### src/common/rv_int_pkg.sv
package rv_int_pkg;

    localparam int REG_ADDR_W = 5;
    localparam int NUM_REGS   = 32;
    localparam int INSTR_W    = 32;

    typedef logic [REG_ADDR_W-1:0] reg_addr_t;

    // Major opcodes still decoded
    typedef enum logic [6:0] {
        OPC_REG = 7'b0110011,
        OPC_IMM = 7'b0010011
    } opcode_e;

    typedef enum logic [2:0] {
        ALU_ADD = 3'b000,
        ALU_SUB = 3'b001,
        ALU_AND = 3'b010,
        ALU_OR  = 3'b011,
        ALU_SLT = 3'b101
    } alu_op_e;

    localparam logic [2:0] FUNCT3_ADD = 3'b000; // add, sub, addi
    localparam logic [2:0] FUNCT3_SLT = 3'b010;
    localparam logic [2:0] FUNCT3_OR  = 3'b110;
    localparam logic [2:0] FUNCT3_AND = 3'b111;

    // Instruction field positions
    localparam int OPC_LSB    = 0;
    localparam int OPC_MSB    = 6;
    localparam int RD_LSB     = 7;
    localparam int RD_MSB     = 11;
    localparam int FUNCT3_LSB = 12;
    localparam int FUNCT3_MSB = 14;
    localparam int RS1_LSB    = 15;
    localparam int RS1_MSB    = 19;
    localparam int RS2_LSB    = 20;
    localparam int RS2_MSB    = 24;
    localparam int FUNCT7_B5  = 30; // Sub select in R-type

    localparam int IMM_I_LSB  = 20;
    localparam int IMM_I_MSB  = 31; // Also the sign bit

endpackage

### src/common/issue_if.sv
interface issue_if
    import rv_int_pkg::*;
#(
    parameter int XLEN = 32
) ();

    logic             valid;
    alu_op_e          alu_op;
    logic             use_imm;  // Second operand from imm
    reg_addr_t        rs1;
    reg_addr_t        rs2;
    reg_addr_t        rd;
    logic [XLEN-1:0]  rs1_data;
    logic [XLEN-1:0]  rs2_data;
    logic [XLEN-1:0]  imm;
    logic             write_en;
    logic             illegal;

    modport issue_src (
        output valid, alu_op, use_imm, rs1, rs2, rd,
        output rs1_data, rs2_data, imm, write_en, illegal
    );

    modport issue_dst (
        input valid, alu_op, use_imm, rs1, rs2, rd,
        input rs1_data, rs2_data, imm, write_en, illegal
    );

endinterface

### src/common/retire_if.sv
interface retire_if
    import rv_int_pkg::*;
#(
    parameter int XLEN = 32
) ();

    logic             valid;
    reg_addr_t        rd;
    logic [XLEN-1:0]  data;
    logic             write_en;
    logic             illegal;

    // Execute also reads its own slot back for forwarding
    modport retire_src (
        output valid, rd, data, write_en, illegal
    );

    modport retire_dst (
        input valid, rd, data, write_en, illegal
    );

endinterface

### src/decode_stage.sv
module decode_stage
    import rv_int_pkg::*;
#(
    parameter int XLEN = 32
) (
    input  logic                clk,
    input  logic                rst,
    input  logic                in_valid,
    input  logic [INSTR_W-1:0]  in_instr,
    input  logic                advance,
    input  logic                wr_en,
    input  reg_addr_t           wr_addr,
    input  logic [XLEN-1:0]     wr_data,
    issue_if.issue_src          issue
);

    localparam int IMM_W = IMM_I_MSB - IMM_I_LSB + 1;

    opcode_e          opcode;
    logic [2:0]       funct3;
    reg_addr_t        rs1;
    reg_addr_t        rs2;
    reg_addr_t        rd;
    logic [XLEN-1:0]  imm_ext;
    logic [XLEN-1:0]  rs1_data;
    logic [XLEN-1:0]  rs2_data;
    alu_op_e          alu_op;
    logic             legal;
    logic             use_imm;

    assign opcode = opcode_e'(in_instr[OPC_MSB:OPC_LSB]);
    assign funct3 = in_instr[FUNCT3_MSB:FUNCT3_LSB];
    assign rs1    = in_instr[RS1_MSB:RS1_LSB];
    assign rs2    = in_instr[RS2_MSB:RS2_LSB];
    assign rd     = in_instr[RD_MSB:RD_LSB];

    assign imm_ext = {{(XLEN-IMM_W){in_instr[IMM_I_MSB]}}, in_instr[IMM_I_MSB:IMM_I_LSB]};

    always_comb begin
        alu_op  = ALU_ADD;
        legal   = 1'b1;
        use_imm = 1'b0;
        case (opcode)
            OPC_REG: begin
                case (funct3)
                    FUNCT3_ADD: alu_op = in_instr[FUNCT7_B5] ? ALU_SUB : ALU_ADD;
                    FUNCT3_SLT: alu_op = ALU_SLT;
                    FUNCT3_OR:  alu_op = ALU_OR;
                    FUNCT3_AND: alu_op = ALU_AND;
                    default:    legal  = 1'b0;
                endcase
            end
            OPC_IMM: begin
                use_imm = 1'b1;
                case (funct3)
                    FUNCT3_ADD: alu_op = ALU_ADD; // bit 30 is immediate here
                    FUNCT3_SLT: alu_op = ALU_SLT;
                    FUNCT3_OR:  alu_op = ALU_OR;
                    FUNCT3_AND: alu_op = ALU_AND;
                    default:    legal  = 1'b0;
                endcase
            end
            default: legal = 1'b0;
        endcase
    end

    register_file #(
        .XLEN(XLEN)
    ) u_register_file (
        .clk      (clk),
        .rst      (rst),
        .rd_addr1 (rs1),
        .rd_addr2 (rs2),
        .wr_en    (wr_en),
        .wr_addr  (wr_addr),
        .wr_data  (wr_data),
        .rd_data1 (rs1_data),
        .rd_data2 (rs2_data)
    );

    // Issue register, flags qualified by in_valid so bubbles stay inert
    always_ff @(posedge clk or posedge rst) begin
        if (rst) begin
            issue.valid    <= 1'b0;
            issue.write_en <= 1'b0;
            issue.illegal  <= 1'b0;
        end else if (advance) begin
            issue.valid    <= in_valid;
            issue.write_en <= in_valid && legal;
            issue.illegal  <= in_valid && !legal;
        end
    end

    always_ff @(posedge clk) begin
        if (advance) begin
            issue.alu_op   <= alu_op;
            issue.use_imm  <= use_imm;
            issue.rs1      <= rs1;
            issue.rs2      <= rs2;
            issue.rd       <= rd;
            issue.rs1_data <= rs1_data;
            issue.rs2_data <= rs2_data;
            issue.imm      <= imm_ext;
        end
    end

endmodule

### src/execute_stage.sv
module execute_stage
    import rv_int_pkg::*;
#(
    parameter int XLEN = 32
) (
    input  logic         clk,
    input  logic         rst,
    input  logic         advance,
    issue_if.issue_dst   issue,
    retire_if.retire_src retire
);

    logic             fwd1;
    logic             fwd2;
    logic [XLEN-1:0]  op_a;
    logic [XLEN-1:0]  op_b_reg;
    logic [XLEN-1:0]  op_b;
    logic [XLEN-1:0]  result;
    logic             less;

    // Distance one, from the slot that retires on this same advance
    assign fwd1 = retire.write_en && (retire.rd != '0) && (retire.rd == issue.rs1);
    assign fwd2 = retire.write_en && (retire.rd != '0) && (retire.rd == issue.rs2);

    assign op_a     = fwd1 ? retire.data : issue.rs1_data;
    assign op_b_reg = fwd2 ? retire.data : issue.rs2_data;
    assign op_b     = issue.use_imm ? issue.imm : op_b_reg;

    assign less = $signed(op_a) < $signed(op_b);

    always_comb begin
        case (issue.alu_op)
            ALU_ADD: result = op_a + op_b;
            ALU_SUB: result = op_a - op_b;
            ALU_AND: result = op_a & op_b;
            ALU_OR:  result = op_a | op_b;
            ALU_SLT: result = {{(XLEN-1){1'b0}}, less};
            default: result = '0;
        endcase
    end

    always_ff @(posedge clk or posedge rst) begin
        if (rst) begin
            retire.valid    <= 1'b0;
            retire.write_en <= 1'b0;
            retire.illegal  <= 1'b0;
        end else if (advance) begin
            retire.valid    <= issue.valid;
            retire.write_en <= issue.write_en;
            retire.illegal  <= issue.illegal;
        end
    end

    always_ff @(posedge clk) begin
        if (advance) begin
            retire.rd   <= issue.rd;
            retire.data <= result;
        end
    end

endmodule

### src/register_file.sv
module register_file
    import rv_int_pkg::*;
#(
    parameter int XLEN = 32
) (
    input  logic             clk,
    input  logic             rst,
    input  reg_addr_t        rd_addr1,
    input  reg_addr_t        rd_addr2,
    input  logic             wr_en,
    input  reg_addr_t        wr_addr,
    input  logic [XLEN-1:0]  wr_data,
    output logic [XLEN-1:0]  rd_data1,
    output logic [XLEN-1:0]  rd_data2
);

    logic [XLEN-1:0] regs [NUM_REGS];
    logic            wr_live;
    logic            hit1;
    logic            hit2;

    // x0 is never written, so it stays at its reset value
    assign wr_live = wr_en && (wr_addr != '0);

    always_ff @(posedge clk or posedge rst) begin
        if (rst) begin
            for (int i = 0; i < NUM_REGS; i++) begin
                regs[i] <= '0;
            end
        end else if (wr_live) begin
            regs[wr_addr] <= wr_data;
        end
    end

    // Same-cycle write shows through to the readers
    assign hit1 = wr_live && (wr_addr == rd_addr1);
    assign hit2 = wr_live && (wr_addr == rd_addr2);

    assign rd_data1 = hit1 ? wr_data : regs[rd_addr1];
    assign rd_data2 = hit2 ? wr_data : regs[rd_addr2];

endmodule

### src/result_stage.sv
module result_stage
    import rv_int_pkg::*;
#(
    parameter int XLEN = 32
) (
    input  logic             out_ready,
    retire_if.retire_dst     retire,
    output logic             advance,
    output logic             out_valid,
    output reg_addr_t        out_rd,
    output logic [XLEN-1:0]  out_data,
    output logic             out_illegal,
    output logic             wr_en,
    output reg_addr_t        wr_addr,
    output logic [XLEN-1:0]  wr_data
);

    logic take; // Retire transfer this cycle

    assign take = retire.valid && out_ready;

    // Whole pipeline moves when the slot drains or is empty
    assign advance = !retire.valid || out_ready;

    assign out_valid   = retire.valid;
    assign out_rd      = retire.rd;
    assign out_data    = retire.data;
    assign out_illegal = retire.illegal;

    assign wr_en   = take && retire.write_en;
    assign wr_addr = retire.rd;
    assign wr_data = retire.data;

endmodule

### src/rv_int_core.sv
module rv_int_core
    import rv_int_pkg::*;
#(
    parameter int XLEN = 32
) (
    input  logic                clk,
    input  logic                rst,
    input  logic                in_valid,
    output logic                in_ready,
    input  logic [INSTR_W-1:0]  in_instr,
    output logic                out_valid,
    input  logic                out_ready,
    output reg_addr_t           out_rd,
    output logic [XLEN-1:0]     out_data,
    output logic                out_illegal
);

    logic             advance;
    logic             wr_en;
    reg_addr_t        wr_addr;
    logic [XLEN-1:0]  wr_data;

    issue_if  #(.XLEN(XLEN)) issue_bus ();
    retire_if #(.XLEN(XLEN)) retire_bus ();

    assign in_ready = advance;

    decode_stage #(
        .XLEN(XLEN)
    ) u_decode (
        .clk      (clk),
        .rst      (rst),
        .in_valid (in_valid),
        .in_instr (in_instr),
        .advance  (advance),
        .wr_en    (wr_en),
        .wr_addr  (wr_addr),
        .wr_data  (wr_data),
        .issue    (issue_bus.issue_src)
    );

    execute_stage #(
        .XLEN(XLEN)
    ) u_execute (
        .clk     (clk),
        .rst     (rst),
        .advance (advance),
        .issue   (issue_bus.issue_dst),
        .retire  (retire_bus.retire_src)
    );

    // Owns flow control and register write-back
    result_stage #(
        .XLEN(XLEN)
    ) u_result (
        .out_ready   (out_ready),
        .retire      (retire_bus.retire_dst),
        .advance     (advance),
        .out_valid   (out_valid),
        .out_rd      (out_rd),
        .out_data    (out_data),
        .out_illegal (out_illegal),
        .wr_en       (wr_en),
        .wr_addr     (wr_addr),
        .wr_data     (wr_data)
    );

endmodule

### config.mk
export PLATFORM = sky130hd
export DESIGN_NAME = rv_int_core
export DESIGN_NICKNAME = d
export VERILOG_FILES = /design/src/common/rv_int_pkg.sv /design/src/common/issue_if.sv /design/src/common/retire_if.sv /design/src/decode_stage.sv /design/src/execute_stage.sv /design/src/register_file.sv /design/src/result_stage.sv /design/src/rv_int_core.sv
export SDC_FILE = /design/constraint.sdc
export NUM_CORES = 2
export LEC_CHECK = 0
export BUFFER_PORTS_ARGS = -buffer_cell sky130_fd_sc_hd__buf_4
export CAP_MARGIN = 25
export CELL_PAD_IN_SITES_DETAIL_PLACEMENT = 1
export CELL_PAD_IN_SITES_GLOBAL_PLACEMENT = 2
export CORE_ASPECT_RATIO = 0.75
export CORE_MARGIN = 2
export CORE_UTILIZATION = 48
export CTS_CLUSTER_DIAMETER = 30
export CTS_CLUSTER_SIZE = 24
export DETAILED_ROUTE_END_ITERATION = 6
export MAX_ROUTING_LAYER = met4
export PLACE_DENSITY = 0.88
export SLEW_MARGIN = 0
export SYNTH_ARGS = -nofsm -noshare
export SYNTH_HDL_FRONTEND = slang
export SYNTH_SLANG_ARGS = --single-unit
### constraint.sdc
create_clock -name clk -period 48.8 [get_ports clk]
set_input_delay 2.44 -clock clk [delete_from_list [all_inputs] [get_ports clk]]
set_output_delay 2.44 -clock clk [all_outputs]
set_load 0.05 [all_outputs]
==> results.yml <==
routing:
  first_iter_violations: 4573
  viasPerCell: 6.81
  dr.pass1.iters: 5
  wire_per_inst_um: 34.1
  drc_errors: 0
  ant_nets: 0
  vias: 42800
  drt-total-wl_mm: 214
cts:
  tritoncts: "yes"
  insertion_delay_ns: 0.85
  root_buffer: "clkbuf_16"
  path_clk_slew_ns: 0.05
  post_cts_resized: 0
  h-tree-depth: 4
  cts_buffers: 214
  ctsHoldBuffers: 0
  clock-sinks: 1157
  cts_setup_buffers: 0
  ctsLongestPathBuffers: 3
global_route:
  grt_pass1_wl_mm: 320
  grt_max_degree: 171
  track_usage: 0.326
  antenna_found_initial: 8
  grt_pass1_vias: 45900
  overflow: 0
sta:
  skew_ns: 0.0496
  post-route-period-util: 0.134
  setup_tns_ns: 0
  min_period_ns: 6.54
  grt_setup_unrepaired: "false"
  max_slew_margin: 0.220
  tightestPinTransition_ns: 1.17
  hold_viol: 0
  setup_viol: 0
  clock.fmax_ghz: 0.153
  final_max_slew_viol_count: 0
min_path:
  min-delay-start: "u_decode.u_register_file.regs[1013]$_DFFE_PP0P_"
  hp-class: "reg2reg"
yosys:
  syn_nets: 4510
  post_synth_num_cell_types: 74
  synth_warnings: 0
  synth_cells: 4376
  syn_avg_cell_area_um2: 14.7
  ys.flop_type: "dfrtp_1"
  yosysSeqAreaShare: 0.459
  synth_edf_count: 127
  synthArstFlopShare: 0.890
  netlist_area_um2: 64500
  ys_seq_elements: 1157
layout:
  finalNetCount: 4464
  fin_area_um2: 74400
  syn_to_final_growth_pct: 15.3
  layout_common_cells: "dfrtp_1, mux2_2, mux4_2"
  layout_commonest_cell: "dfrtp_1"
  drive_gt1_frac: 0.498
floorplan:
  coreArea_um2: 133000
  initial_utilization: 0.484
  std_cell_rows: 116
  die_y_um: 322
  io-pin-count: 76
  die_area_um2: 137000
  die_x_um: 427
critical_path:
  crit_path_cell_trace: "nor3_1 -> nand2_1 -> nand2_1 -> nor4_4 -> buf_4 -> mux2i_1 -> o21ai_0 -> inv_1 -> fa_1 -> nor2b_1 -> o311ai_1 -> a211oi_1 -> a211oi_1 -> o21bai_1 -> a211oi_1 -> nor3b_1 -> a211o_1"
  cpPeakStageDelay_ns: 0.92
  crit_arrival_ns: 7.11
  cp_max_fo: 32
  reg2reg_from: "u_execute.retire.rd[4]$_DFFE_PP_"
  cp-start-kind: "flip-flop"
  cpMaxStageDelayCell: "edfxtp_1"
  crit_start: "u_execute.retire.rd[4]$_DFFE_PP_"
  crit_required_ns: 49.37
  crit_path_end_kind: "flip-flop"
  crit_type: "reg2reg"
  cp_common_cell: "a211oi_1"
  reg2reg_slack_ns: 42.26
power:
  power_mw: 2.90
  p_sw_frac: 0.284
  power_frac_comb: 0.124
  switching_power_uw: 823
  power_density_nw_per_um2: 39.0
  power_frac_seq: 0.349
  irDropWorstVdd_v: 0.0000312
  power_frac_clock: 0.527
  cellLeakagePower_nw: 33.7
  p_int_mw: 2.08
run_status:
  status: "finished clean"
run:
  max-cap-violations: 0
place:
  portBuffers: 75
  hpwlAfterDp_mm: 120
  finalWeightedCongestion: 0.909
  place_area_um2: 66600
sequential cells by signal, indices dropped and copies added, names as in the netlist:
name and count:
u_decode.issue.rs2_data 32, u_execute.retire.write_en 1, u_decode.issue.alu_op 3, u_execute.retire.data 32
u_decode.issue.rs1 5, u_execute.retire.valid 1, u_decode.issue.rd 5, u_execute.retire.rd 5
u_decode.issue.valid 1, u_decode.issue.rs1_data 32, u_execute.retire.illegal 1, u_decode.u_register_file.regs 1024
u_decode.issue.imm 12, u_decode.issue.illegal 1, u_decode.issue.write_en 1, u_decode.issue.use_imm 1
worst paths after layout:
kind | to | cells past startpoint
setup / recovery | u_execute.retire.data[16]$_SDFFCE_PN0P_ | 17
hold / removal | u_decode.u_register_file.regs[1013]$_DFFE_PP0P_ | 0
setup reg to reg | u_execute.retire.data[16]$_SDFFCE_PN0P_ | 17
hold reg to reg | u_decode.u_register_file.regs[1013]$_DFFE_PP0P_ | 0
max in group asynchronous | u_decode.u_register_file.regs[563]$_DFFE_PP0P_ | 9
min in group asynchronous | u_decode.u_register_file.regs[573]$_DFFE_PP0P_ | 2
power groups by stage:
stage	logic [mW]	registers [mW]	clock network (mW)
4_1_cts	0.352	1.01	1.54
6_report	0.359	1.01	1.53
5_1_grt	0.384	1.01	1.59
3_5_place_dp	0.349	1.03	0
2_1_floorplan	0.200	1.06	0
3_3_place_gp	0.342	1.03	0
metrics by stage:
stage,instances,setup slack [ns],hold slack [ns],utilization
global route,6289,41.83,0.409,0.558
detailed placement,5872,41.53,0.384,0.499
CTS,6274,42.38,0.394,0.555
finish,6289,42.26,0.396,0.558
floorplan,4376,17.37,0.400,-
global placement,5869,41.64,0.376,0.499
Yosys cell counts (all sizes together) (4+ instances only):
library cell	number	area, µm²
o21ai	60	300
nor3	26	130
nor2b	16	100
a21oi	165	826
xor2	12	105
a311oi	4	35.0
o311ai	12	105
nor2	162	608
inv	103	387
edfxtp	127	3810
nand4	9	56.3
mux2i	130	1300
o211ai	10	80.1
nand2	75	282
nand3b	6	45.0
a211oi	32	250
clkbuf	267	1000
or3	6	37.5
dfrtp	1030	25800
a21o	12	90.1
o22ai	6	37.5
mux2	993	11200
and3	10	62.6
or2	8	50.1
a2111oi	12	125
buf	187	847
nor4	12	109
o31ai	11	82.6
o21bai	9	67.6
ha	96	1200
and2	7	43.8
nand3	21	105
mux4	642	14500
nand2b	11	68.8
nor3b	6	45.0
xnor2	30	263
a31oi	11	68.8
cells by family after synthesis:
family | count (synthesis) | share of synthesized area
AOI/OAI and AO/OA | 370 | 0.0357
xor gates and xnor gates | 42 | 0.00570
adders and majority gates | 98 | 0.0192
buffers and inverters | 558 | 0.0347
DFF | 1157 | 0.459
muxes | 1765 | 0.418
and+or+nand+nor | 386 | 0.0286
layer usage:
layer	part of all wire	GRT usage	vias to the layer above	wire (µm)
li1	-	-	16800	-
met1	0.41	0.444	23300	87400
met2	0.47	0.484	2143	99800
met3	0.086	0.0683	549	18500
met4	0.040	0.126	0	8590
met5	0	-	-	0
critical path, delay by kind of cell, from the launching register on:
kind / cells / cell delay, ns
flops: 1 / 0.92
fa+ha+maj: 1 / 0.49
buf+inv: 2 / 0.83
simple gates: 6 / 1.30
compound gates: 7 / 2.55
mux: 1 / 0.18
final cells by class:
| cell class | instances | area, µm² |
|---|---|---|
| Inverter | 104 | 403 |
| Tap cell | 1770 | 2210 |
| Clock inverter | 132 | 1590 |
| Multi-Input combinational cell | 2661 | 32900 |
| Clock buffer | 270 | 5880 |
| Fill cell | 12200 | 59000 |
| Sequential cell | 1157 | 29600 |
| Timing Repair Buffer | 192 | 1760 |
| Antenna cell | 3 | 7.51 |
Note: power is estimated with default switching activity, not from simulation.
